**config.mk**
```make
export PLATFORM = sky130hd
export DESIGN_NAME = pwrCtrlTop
export DESIGN_NICKNAME = d
export VERILOG_FILES = /design/src/common/pwrRegPkg.sv /design/src/common/pwrSeqPkg.sv /design/src/pwrSeq/pwrSeqFsm.sv /design/src/rtl/pwrReqRegs.sv /design/src/rtl/pwrStatusRegs.sv /design/src/rtl/pwrCtrlTop.sv
export VERILOG_INCLUDE_DIRS = /design/src /design/src/common
export SDC_FILE = /design/constraint.sdc
export NUM_CORES = 1
export LEC_CHECK = 0
export BUFFER_PORTS_ARGS = -buffer_cell sky130_fd_sc_hd__buf_2
export CORE_ASPECT_RATIO = 1.5
export CORE_MARGIN = 2
export CORE_UTILIZATION = 55
export DETAILED_ROUTE_END_ITERATION = 6
export GPL_TIMING_DRIVEN = 0
export PLACE_DENSITY_LB_ADDON = 0.2
export SLEW_MARGIN = 20
export SYNTH_ARGS = -nofsm -noshare
export SYNTH_HDL_FRONTEND = slang
export SYNTH_SLANG_ARGS = --single-unit
```
**constraint.sdc**
```tcl
create_clock -name pclk6 -period 3.3 [get_ports pclk6]
set_clock_uncertainty 0.2 [all_clocks]
set_input_delay 0.66 -clock pclk6 [delete_from_list [all_inputs] [get_ports pclk6]]
set_output_delay 0.66 -clock pclk6 [all_outputs]
set_load 0.03 [all_outputs]
```
**src/common/pwrCtrl_defines.svh**
```systemverilog
// Power-shutoff controller build constants
// Domain count, settle time, register word width and register addresses

`ifndef PWRCTRL_DEFINES_SVH
`define PWRCTRL_DEFINES_SVH

// --------------------
// Sizing
// --------------------
// Number of switchable domains, one sequencer each
`define NUM_DOMAINS 4

// Cycles spent in the second power-on state before restore
`define SETTLE_CYCLES 28

// Register data word
`define REG_WIDTH 16

// --------------------
// Register addresses
// --------------------
`define ADDR_REQ    2'd0
`define ADDR_CMD    2'd1
`define ADDR_STATUS 2'd2
`define ADDR_ACK    2'd3

`endif

```
**src/common/pwrRegPkg.sv**
```systemverilog
// Register map types for the power controller
// Register word union with request and command views, lane positions
// and typed register addresses

`default_nettype none

`include "pwrCtrl_defines.svh"

package pwrRegPkg;

  // --------------------
  // Word layout
  // --------------------
  // Half-word lane, one byte for a 16-bit word
  localparam int laneW = `REG_WIDTH / 2;

  // Command word lanes
  localparam int cmdSetLane = 1;
  localparam int cmdClrLane = 0;

  // Status word bit positions
  // Low-power bits in the lower byte, wake-done bits in the upper byte
  localparam int statLpBase   = 0;
  localparam int statWakeBase = laneW;

  // One data word, read either as plain request bits or as set/clear masks
  typedef union packed {
    logic [`REG_WIDTH-1:0]  reqView;
    logic [1:0][laneW-1:0]  cmdView;
  } regWord_u;

  // --------------------
  // Addresses
  // --------------------
  localparam logic [1:0] addrReq    = `ADDR_REQ;
  localparam logic [1:0] addrCmd    = `ADDR_CMD;
  localparam logic [1:0] addrStatus = `ADDR_STATUS;
  localparam logic [1:0] addrAck    = `ADDR_ACK;

endpackage

`default_nettype wire

```
**src/common/pwrSeqPkg.sv**
```systemverilog
// Sequencer constants for the power controller
// State register width and the fifteen shutoff/restore state codes

`default_nettype none

package pwrSeqPkg;

  // State register width
  localparam int stateW = 4;

  // --------------------
  // Power-down steps
  // --------------------
  // Idle, waits for a low-power request
  localparam logic [stateW-1:0] sInit        = 4'd0;
  localparam logic [stateW-1:0] sClkOff      = 4'd1;
  localparam logic [stateW-1:0] sWait1       = 4'd2;
  localparam logic [stateW-1:0] sIsolate     = 4'd3;
  localparam logic [stateW-1:0] sSaveEdge    = 4'd4;
  localparam logic [stateW-1:0] sPrePwrOff   = 4'd5;
  // Domain off, waits for the request to drop
  localparam logic [stateW-1:0] sPwrOff      = 4'd6;

  // --------------------
  // Restore steps
  // --------------------
  localparam logic [stateW-1:0] sPwrOn1      = 4'd7;
  // Settle counter runs here
  localparam logic [stateW-1:0] sPwrOn2      = 4'd8;
  localparam logic [stateW-1:0] sRestoreEdge = 4'd9;
  localparam logic [stateW-1:0] sWait2       = 4'd10;
  localparam logic [stateW-1:0] sDeIsolate   = 4'd11;
  localparam logic [stateW-1:0] sClkOn       = 4'd12;
  localparam logic [stateW-1:0] sWait3       = 4'd13;
  localparam logic [stateW-1:0] sRstClr      = 4'd14;

endpackage

`default_nettype wire

```
**src/pwrSeq/pwrSeqFsm.sv**
```systemverilog
// Per-domain power-shutoff sequencer
// Next-state logic, settle counter, registered control outputs
// and status set/clear pulses

`timescale 1ns/1ps
`default_nettype none

`include "pwrCtrl_defines.svh"

module pwrSeqFsm
  import pwrSeqPkg::*;
(
  input  logic pclk6,
  input  logic nprst6,
  input  logic l1Req,
  output logic setStatus,
  output logic clrStatus,
  output logic gateClk,
  output logic isolate,
  output logic rstnNonSrpg,
  output logic saveEdge,
  output logic restoreEdge,
  output logic pwr1On,
  output logic pwr2On
);

  logic [stateW-1:0] currentState;
  logic [stateW-1:0] nextState;
  logic [4:0]        settleCnt;
  logic              rstnReg;
  logic              settleDone;

  // Last count value before leaving sPwrOn2
  assign settleDone = (settleCnt == 5'(`SETTLE_CYCLES - 1));

  // --------------------
  // Next state
  // --------------------
  always_comb
  begin
    case (currentState)
      // Start shutoff on request
      sInit:        nextState = l1Req ? sClkOff : sInit;
      sClkOff:      nextState = sWait1;
      // One cycle for the clock gate to take effect
      sWait1:       nextState = sIsolate;
      sIsolate:     nextState = sSaveEdge;
      sSaveEdge:    nextState = sPrePwrOff;
      sPrePwrOff:   nextState = sPwrOff;
      // Request release is only seen here
      sPwrOff:      nextState = l1Req ? sPwrOff : sPwrOn1;
      sPwrOn1:      nextState = sPwrOn2;
      // Hold until the rails have settled
      sPwrOn2:      nextState = settleDone ? sRestoreEdge : sPwrOn2;
      sRestoreEdge: nextState = sWait2;
      sWait2:       nextState = sDeIsolate;
      sDeIsolate:   nextState = sClkOn;
      sClkOn:       nextState = sWait3;
      // Clock running again before reset release
      sWait3:       nextState = sRstClr;
      sRstClr:      nextState = sInit;
      default:      nextState = sInit;
    endcase
  end

  // State register
  always_ff @(posedge pclk6 or negedge nprst6)
  begin
    if (!nprst6)
      currentState <= sInit;
    else
      currentState <= nextState;
  end

  // --------------------
  // Settle counter
  // --------------------
  // Counts cycles spent in sPwrOn2, zero elsewhere
  always_ff @(posedge pclk6 or negedge nprst6)
  begin
    if (!nprst6)
      settleCnt <= '0;
    else if (currentState == sPwrOn2)
      settleCnt <= settleCnt + 5'd1;
    else
      settleCnt <= '0;
  end

  // --------------------
  // Registered outputs
  // --------------------
  // Clock gated from sClkOff up to sDeIsolate
  always_ff @(posedge pclk6 or negedge nprst6)
  begin
    if (!nprst6)
      gateClk <= 1'b0;
    else
      gateClk <= !(nextState inside {sClkOn, sWait3, sRstClr, sInit});
  end

  // Isolation held from sIsolate through sWait2
  always_ff @(posedge pclk6 or negedge nprst6)
  begin
    if (!nprst6)
      isolate <= 1'b0;
    else
      isolate <= nextState inside {sIsolate, sSaveEdge, sPrePwrOff, sPwrOff,
                                   sPwrOn1, sPwrOn2, sRestoreEdge, sWait2};
  end

  // Non-retention reset held low while the domain is off or restoring
  always_ff @(posedge pclk6 or negedge nprst6)
  begin
    if (!nprst6)
      rstnReg <= 1'b1;
    else
      rstnReg <= nextState inside {sInit, sClkOff, sWait1, sIsolate,
                                   sSaveEdge, sPrePwrOff, sRstClr};
  end

  // Retention save strobe
  always_ff @(posedge pclk6 or negedge nprst6)
  begin
    if (!nprst6)
      saveEdge <= 1'b0;
    else
      saveEdge <= (nextState == sSaveEdge);
  end

  // Retention restore strobe
  always_ff @(posedge pclk6 or negedge nprst6)
  begin
    if (!nprst6)
      restoreEdge <= 1'b0;
    else
      restoreEdge <= (nextState == sRestoreEdge);
  end

  // Switch 1 off only in sPwrOff
  always_ff @(posedge pclk6 or negedge nprst6)
  begin
    if (!nprst6)
      pwr1On <= 1'b1;
    else
      pwr1On <= (nextState != sPwrOff);
  end

  // Switch 2 comes back one step after switch 1
  always_ff @(posedge pclk6 or negedge nprst6)
  begin
    if (!nprst6)
      pwr2On <= 1'b1;
    else
      pwr2On <= !(nextState inside {sPwrOff, sPwrOn1});
  end

  // Domain reset also follows the chip reset
  assign rstnNonSrpg = rstnReg & nprst6;

  // Status pulses, set one cycle ahead of the clock gate
  assign setStatus = (nextState == sClkOff);
  assign clrStatus = (currentState == sRstClr);

  // --------------------
  // Sequence checks
  // --------------------
  // Status pulses are mutually exclusive
  assert property (@(posedge pclk6) disable iff (!nprst6)
    !(setStatus && clrStatus));

  // Isolation follows the clock gate two cycles later
  assert property (@(posedge pclk6) disable iff (!nprst6)
    $rose(gateClk) |-> ##2 $rose(isolate));

  // Both switches open together
  assert property (@(posedge pclk6) disable iff (!nprst6)
    $fell(pwr1On) |-> $fell(pwr2On));

  // Switch 2 is on the cycle after switch 1 closes
  assert property (@(posedge pclk6) disable iff (!nprst6)
    $rose(pwr1On) |=> pwr2On);

endmodule

`default_nettype wire

```
**src/rtl/pwrReqRegs.sv**
```systemverilog
// Request register block
// Request register with REQ and CMD writes, ACK clear pulses
// and the registered read data path

`timescale 1ns/1ps
`default_nettype none

`include "pwrCtrl_defines.svh"

module pwrReqRegs
  import pwrRegPkg::*;
(
  input  logic                    pclk6,
  input  logic                    nprst6,
  input  logic                    wrEn,
  input  logic [1:0]              wrAddr,
  input  regWord_u                wrData,
  input  logic                    rdEn,
  input  logic [1:0]              rdAddr,
  output regWord_u                rdData,
  input  logic [`NUM_DOMAINS-1:0] lowPower,
  input  logic [`NUM_DOMAINS-1:0] wakeDone,
  output logic [`NUM_DOMAINS-1:0] l1Req,
  output logic [`NUM_DOMAINS-1:0] ackDone
);

  logic [`NUM_DOMAINS-1:0] setMask;
  logic [`NUM_DOMAINS-1:0] clrMask;
  regWord_u                rdNext;

  // Command view, upper byte sets and lower byte clears
  assign setMask = wrData.cmdView[cmdSetLane][`NUM_DOMAINS-1:0];
  assign clrMask = wrData.cmdView[cmdClrLane][`NUM_DOMAINS-1:0];

  // --------------------
  // Write side
  // --------------------
  // Request bits, clear beats set on CMD writes
  always_ff @(posedge pclk6 or negedge nprst6)
  begin
    if (!nprst6)
      l1Req <= '0;
    else if (wrEn)
    begin
      case (wrAddr)
        addrReq: l1Req <= wrData.reqView[`NUM_DOMAINS-1:0];
        addrCmd: l1Req <= (l1Req | setMask) & ~clrMask;
        // STATUS is read-only, ACK handled below
        default: l1Req <= l1Req;
      endcase
    end
  end

  // Write-one-to-clear on ACK, one pulse per written bit
  always_ff @(posedge pclk6 or negedge nprst6)
  begin
    if (!nprst6)
      ackDone <= '0;
    else if (wrEn && (wrAddr == addrAck))
      ackDone <= wrData.reqView[`NUM_DOMAINS-1:0];
    else
      ackDone <= '0;
  end

  // --------------------
  // Read side
  // --------------------
  always_comb
  begin
    rdNext = '0;
    case (rdAddr)
      addrReq:
        rdNext.reqView[`NUM_DOMAINS-1:0] = l1Req;
      addrStatus:
      begin
        rdNext.reqView[statLpBase +: `NUM_DOMAINS]   = lowPower;
        rdNext.reqView[statWakeBase +: `NUM_DOMAINS] = wakeDone;
      end
      // CMD and ACK read back as zero
      default:
        rdNext = '0;
    endcase
  end

  // Read word lands one cycle after the strobe
  always_ff @(posedge pclk6 or negedge nprst6)
  begin
    if (!nprst6)
      rdData <= '0;
    else if (rdEn)
      rdData <= rdNext;
  end

  // Write address must be known whenever a write is strobed
  assert property (@(posedge pclk6) disable iff (!nprst6)
    wrEn |-> !$isunknown(wrAddr));

endmodule

`default_nettype wire

```
**src/rtl/pwrStatusRegs.sv**
```systemverilog
// Status register block
// Per-domain low-power and sticky wake-done bits
// and the registered wake interrupt

`timescale 1ns/1ps
`default_nettype none

`include "pwrCtrl_defines.svh"

module pwrStatusRegs
(
  input  logic                    pclk6,
  input  logic                    nprst6,
  input  logic [`NUM_DOMAINS-1:0] setStatus,
  input  logic [`NUM_DOMAINS-1:0] clrStatus,
  input  logic [`NUM_DOMAINS-1:0] ackDone,
  output logic [`NUM_DOMAINS-1:0] lowPower,
  output logic [`NUM_DOMAINS-1:0] wakeDone,
  output logic                    irq
);

  logic [`NUM_DOMAINS-1:0] lowPowerNext;
  logic [`NUM_DOMAINS-1:0] wakeDoneNext;

  // --------------------
  // Next values
  // --------------------
  // Low power from the shutoff start until reset clear
  assign lowPowerNext = (lowPower | setStatus) & ~clrStatus;

  // Wake done from reset clear until software acknowledges it
  // A fresh wake in the ack cycle keeps the bit set
  assign wakeDoneNext = (wakeDone & ~ackDone) | clrStatus;

  // --------------------
  // Status bits
  // --------------------
  always_ff @(posedge pclk6 or negedge nprst6)
  begin
    if (!nprst6)
      lowPower <= '0;
    else
      lowPower <= lowPowerNext;
  end

  always_ff @(posedge pclk6 or negedge nprst6)
  begin
    if (!nprst6)
      wakeDone <= '0;
    else
      wakeDone <= wakeDoneNext;
  end

  // Interrupt follows the stored wake bits one cycle later
  always_ff @(posedge pclk6 or negedge nprst6)
  begin
    if (!nprst6)
      irq <= 1'b0;
    else
      irq <= |wakeDone;
  end

  // No domain starts and finishes a sequence in the same cycle
  assert property (@(posedge pclk6) disable iff (!nprst6)
    (setStatus & clrStatus) == '0);

endmodule

`default_nettype wire

```
**src/rtl/pwrCtrlTop.sv**
```systemverilog
// Power controller top level
// Request registers, one sequencer per domain, status registers

`timescale 1ns/1ps
`default_nettype none

`include "pwrCtrl_defines.svh"

module pwrCtrlTop
  import pwrRegPkg::*;
(
  input  logic                    pclk6,
  input  logic                    nprst6,
  input  logic                    wrEn,
  input  logic [1:0]              wrAddr,
  input  regWord_u                wrData,
  input  logic                    rdEn,
  input  logic [1:0]              rdAddr,
  output regWord_u                rdData,
  output logic                    irq,
  output logic [`NUM_DOMAINS-1:0] gateClk,
  output logic [`NUM_DOMAINS-1:0] isolate,
  output logic [`NUM_DOMAINS-1:0] rstnNonSrpg,
  output logic [`NUM_DOMAINS-1:0] saveEdge,
  output logic [`NUM_DOMAINS-1:0] restoreEdge,
  output logic [`NUM_DOMAINS-1:0] pwr1On,
  output logic [`NUM_DOMAINS-1:0] pwr2On
);

  logic [`NUM_DOMAINS-1:0] l1Req;
  logic [`NUM_DOMAINS-1:0] ackDone;
  logic [`NUM_DOMAINS-1:0] lowPower;
  logic [`NUM_DOMAINS-1:0] wakeDone;
  logic [`NUM_DOMAINS-1:0] setStatus;
  logic [`NUM_DOMAINS-1:0] clrStatus;

  // --------------------
  // Register port
  // --------------------
  pwrReqRegs uReqRegs (
    .pclk6    (pclk6),
    .nprst6   (nprst6),
    .wrEn     (wrEn),
    .wrAddr   (wrAddr),
    .wrData   (wrData),
    .rdEn     (rdEn),
    .rdAddr   (rdAddr),
    .rdData   (rdData),
    .lowPower (lowPower),
    .wakeDone (wakeDone),
    .l1Req    (l1Req),
    .ackDone  (ackDone)
  );

  // --------------------
  // Sequencers
  // --------------------
  // Domain n follows request bit n
  for (genvar d = 0; d < `NUM_DOMAINS; d++)
  begin : gSeq
    pwrSeqFsm uSeq (
      .pclk6       (pclk6),
      .nprst6      (nprst6),
      .l1Req       (l1Req[d]),
      .setStatus   (setStatus[d]),
      .clrStatus   (clrStatus[d]),
      .gateClk     (gateClk[d]),
      .isolate     (isolate[d]),
      .rstnNonSrpg (rstnNonSrpg[d]),
      .saveEdge    (saveEdge[d]),
      .restoreEdge (restoreEdge[d]),
      .pwr1On      (pwr1On[d]),
      .pwr2On      (pwr2On[d])
    );
  end

  // Status collection and interrupt
  pwrStatusRegs uStatusRegs (
    .pclk6     (pclk6),
    .nprst6    (nprst6),
    .setStatus (setStatus),
    .clrStatus (clrStatus),
    .ackDone   (ackDone),
    .lowPower  (lowPower),
    .wakeDone  (wakeDone),
    .irq       (irq)
  );

endmodule

`default_nettype wire

```
==> flow_metrics.env <==
export IMPL_root_buffer="clkbuf_8"
export IMPL_area_growth_synth_to_final_pct=14.7
export IMPL_cts_sinks=89
export IMPL_drive_above_1_share_pct=28.5
export IMPL_reg2reg_from="gSeq[1].uSeq.settleCnt[0]"
export IMPL_io_pins=69
export IMPL_ir_worst_vdd_mv=0.476
export IMPL_postSynthCellCount=397
export IMPL_hp_class="in2async"
export IMPL_cts_inserted_buffers=9
export IMPL_rr_worst_depth=4
export IMPL_period_share_pct=81.6
export IMPL_antennaDiodeCount=0
export IMPL_crit_fanout=57
export IMPL_cts_buffer_depth=2
export IMPL_multi_input_comb_area_um2=1430
export IMPL_power_density_nw_per_um2=821
export IMPL_max_freq_ghz=0.371
export IMPL_fin_area_um2=4710
export IMPL_critPathRequiredTime_ps=2440
export IMPL_io_buffers=50
export IMPL_outcome="finished, final reports clean"
export IMPL_clkPwrFrac_pct=17.1
export IMPL_yosys_warnings=0
export IMPL_clk_latency_ps=350
export IMPL_nets=494
export IMPL_power_leakage_nw=2.25
export IMPL_route_detailed_drc=0
export IMPL_rrSetupSlack_ps=1840
export IMPL_cpMaxStageDelayCell="buf_4"
export IMPL_cp_start_kind="primary input"
export IMPL_ys_async_sr_fraction_pct=100
export IMPL_place_congestion=0.801
export IMPL_grt_start_max_net_pins=58
export IMPL_syn_area_per_cell_um2=10.3
export IMPL_whs_ps=47.9
export IMPL_crit_top_cell="buf_4"
export IMPL_initialDrtViolationCount=172
export IMPL_worst_setup_path_type="in2out"
export IMPL_vias_per_cell=4.94
export IMPL_num_vias=2818
export IMPL_crit_chain="buf_4 -> buf_16 -> and2_1 -> buf_4 -> buf_2"
export IMPL_die_area_um2=8190
export IMPL_slew_violations=0
export IMPL_rows=38
export IMPL_drt_wl_total_um=6860
export IMPL_drt_first_pass_iters=4
export IMPL_period_minus_slack_ps=2690
export IMPL_postRouteAntennaNets=0
export IMPL_synth_area_um2=4110
export IMPL_regArea_um2=2240
export IMPL_p_int_mw=2.41
export IMPL_r2r_end="gSeq[1].uSeq.currentState[0]"
export IMPL_cts_setup_buffers=0
export IMPL_synth_edf_count=0
export IMPL_die_w_um=74.6
export IMPL_finalHoldViolCount=0
export IMPL_postCtsResizedCells=0
export IMPL_h_tree_depth=3
export IMPL_setup_viol=0
export IMPL_die_h_um=110
export IMPL_share_comb_of_total_power_pct=42.5
export IMPL_max_cap_viol_count=0
export IMPL_synth_flop_cell="dfrtp_1"
export IMPL_tritoncts="done"
export IMPL_antenna_found_initial=0
export IMPL_wl_per_cell_um=12.0
export IMPL_rsz0062_at_grt="false"
export IMPL_power_net_switching_mw=1.46
export IMPL_yosysSeqAreaShare_pct=54.6
export IMPL_core_um2=7230
export IMPL_place_hpwl_um=5100
export IMPL_placed_cell_area_um2=4540
export IMPL_switching_share_pct=37.8
export IMPL_ctsHoldBuffers=0
export IMPL_endpoint_kind="output pin"
export IMPL_initial_core_util_pct=56.8
export IMPL_grt_pass1_vias=2606
export IMPL_crit_arrival_ps=1830
export IMPL_p_seq_share_pct=40.4
export IMPL_grt_use_total_pct=18.6
export IMPL_ys_ff_latch=89
export IMPL_n_fill_cell=630
export IMPL_critical_path_max_stage_delay_ps=370
export IMPL_grt_pass1_wl_um=11700
export IMPL_grt_overflow_total=0
export IMPL_synth_cell_types=42
export IMPL_clk_pin_slew_worst_paths_ps=80
-- per-layer routing --
| metal | track usage, % | up-vias | part of all wire, % |
|---|---|---|---|
| met5 | 0 | - | 0 |
| met4 | 7.27 | 0 | 1.5 |
| met3 | 4.40 | 8 | 3.9 |
| met2 | 30.4 | 52 | 51 |
| met1 | 23.8 | 1343 | 43 |
| li1 | - | 1415 | - |
-- state kept, by name, summed over array words and instances, names as in the netlist --
signal and cells:
gSeq.uSeq.currentState 16, gSeq.uSeq.gateClk 4, gSeq.uSeq.isolate 4, gSeq.uSeq.pwr1On 4, gSeq.uSeq.pwr2On 4, gSeq.uSeq.restoreEdge 4
gSeq.uSeq.rstnReg 4, gSeq.uSeq.saveEdge 4, gSeq.uSeq.settleCnt 20, uReqRegs.ackDone 4, uReqRegs.l1Req 4, uReqRegs.rdData 8
uStatusRegs.irq 1, uStatusRegs.lowPower 4, uStatusRegs.wakeDone 4
-- per-stage QoR --
stage                     cells  power [mW]  utilization (%)  TNS (ps)  worst slack [ps]
final                       571        3.87             65.2         0               607
after global routing        571        4.16             65.2         0               437
after CTS                   571        3.91             65.2         0               559
after detailed placement    555        3.24             62.8         0               561
after global placement      554        3.19             62.4     -1090              -283
after floorplan             404        2.87                -         0              1510
-- how the worst max path moves through the flow --
stage,start,end,slack (ps),cells past startpoint
global placement,nprst6,rstnNonSrpg[3],-280,4
finish,nprst6,rstnNonSrpg[3],610,5
detailed placement,nprst6,rstnNonSrpg[3],560,5
global route,nprst6,rstnNonSrpg[3],440,5
CTS,nprst6,rstnNonSrpg[3],560,5
floorplan,nprst6,rstnNonSrpg[0],1510,2
-- Yosys cell counts (2+ instances only) --
master	number	share of area, %
a211oi_1	3	0.55
a21o_1	8	1.5
a21oi_1	10	1.2
a22oi_1	3	0.55
a32o_1	4	0.97
and2_1	10	1.5
buf_2	13	1.6
buf_4	39	7.1
buf_6	2	0.55
dfrtp_1	77	47
dfstp_2	12	7.7
ha_1	4	1.2
inv_1	19	1.7
mux2i_1	5	1.2
nand2_1	24	2.2
nand2b_1	12	1.8
nand3_1	9	1.1
nand3b_1	5	0.91
nand4_1	2	0.30
nand4b_1	4	0.85
nor2_1	44	4.0
nor2b_1	9	1.4
nor3_1	8	0.97
nor4b_1	3	0.64
o21ai_0	19	2.3
o21ai_1	3	0.37
o22ai_1	9	1.4
xnor2_1	13	2.8
xor2_1	11	2.3
-- cell type report --
cell class                 instances  area share, %
buffer                            56           8.26
clock buffer                      13           3.37
clock inverter                     3          0.319
inverter                          19           1.51
multi-input combinational        240           30.4
sequential                        89           47.6
tap                              100           2.65
timing repair buffer              51           5.95
-- power groups by stage --
| stage | logic (mW) | registers [mW] | clock network [mW] |
|---|---|---|---|
| after floorplan | 1.28 | 1.58 | 0 |
| after global placement | 1.61 | 1.58 | 0 |
| after detailed placement | 1.65 | 1.59 | 0 |
| after CTS | 1.66 | 1.57 | 0.684 |
| after global routing | 1.83 | 1.60 | 0.729 |
| final | 1.64 | 1.56 | 0.664 |
-- cells by family (layout without fill, tap and decap cells) --
group                    Yosys count  after routing  share of synthesized area [%]
buffers and inverters             75            142                           11.2
flip-flops                        89             89                           54.6
XOR/XNOR                          24             24                           5.12
other                              1              8                         0.0913
AND/OR/NAND/NOR                  134            134                           16.4
multiplexers                       5              5                           1.22
AO/OA/AOI/OAI                     65             65                           10.2
adder cells (fa/ha/maj)            4              4                           1.22
-- critical path, delay by kind of cell --
kind / cells / cell delay (ps)
and+or+nand+nor: 1 / 170
buffers and inverters: 4 / 950
-- layout by cell type (no fill, tap or decap), drive strengths merged --
cell	n
or4	1
clkbuf	15
buf	105
a211oi	4
clkinv	3
dfstp	12
and2b	1
dfrtp	77
o22ai	9
nand4b	4
and2	10
nor2b	9
a21o	8
a32o	4
a21oi	10
nand2b	12
o2bb2ai	1
a31oi	2
inv	19
mux2i	5
nand2	24
a22oi	3
o21a	1
a22o	1
o21ai	22
nand4	2
nand3	9
nor3	8
nor4b	3
conb	8
ha	4
nor2	44
and3	1
xor2	11
or2	1
nand3b	5
xnor2	13
Power figures use the tool's default switching activity.
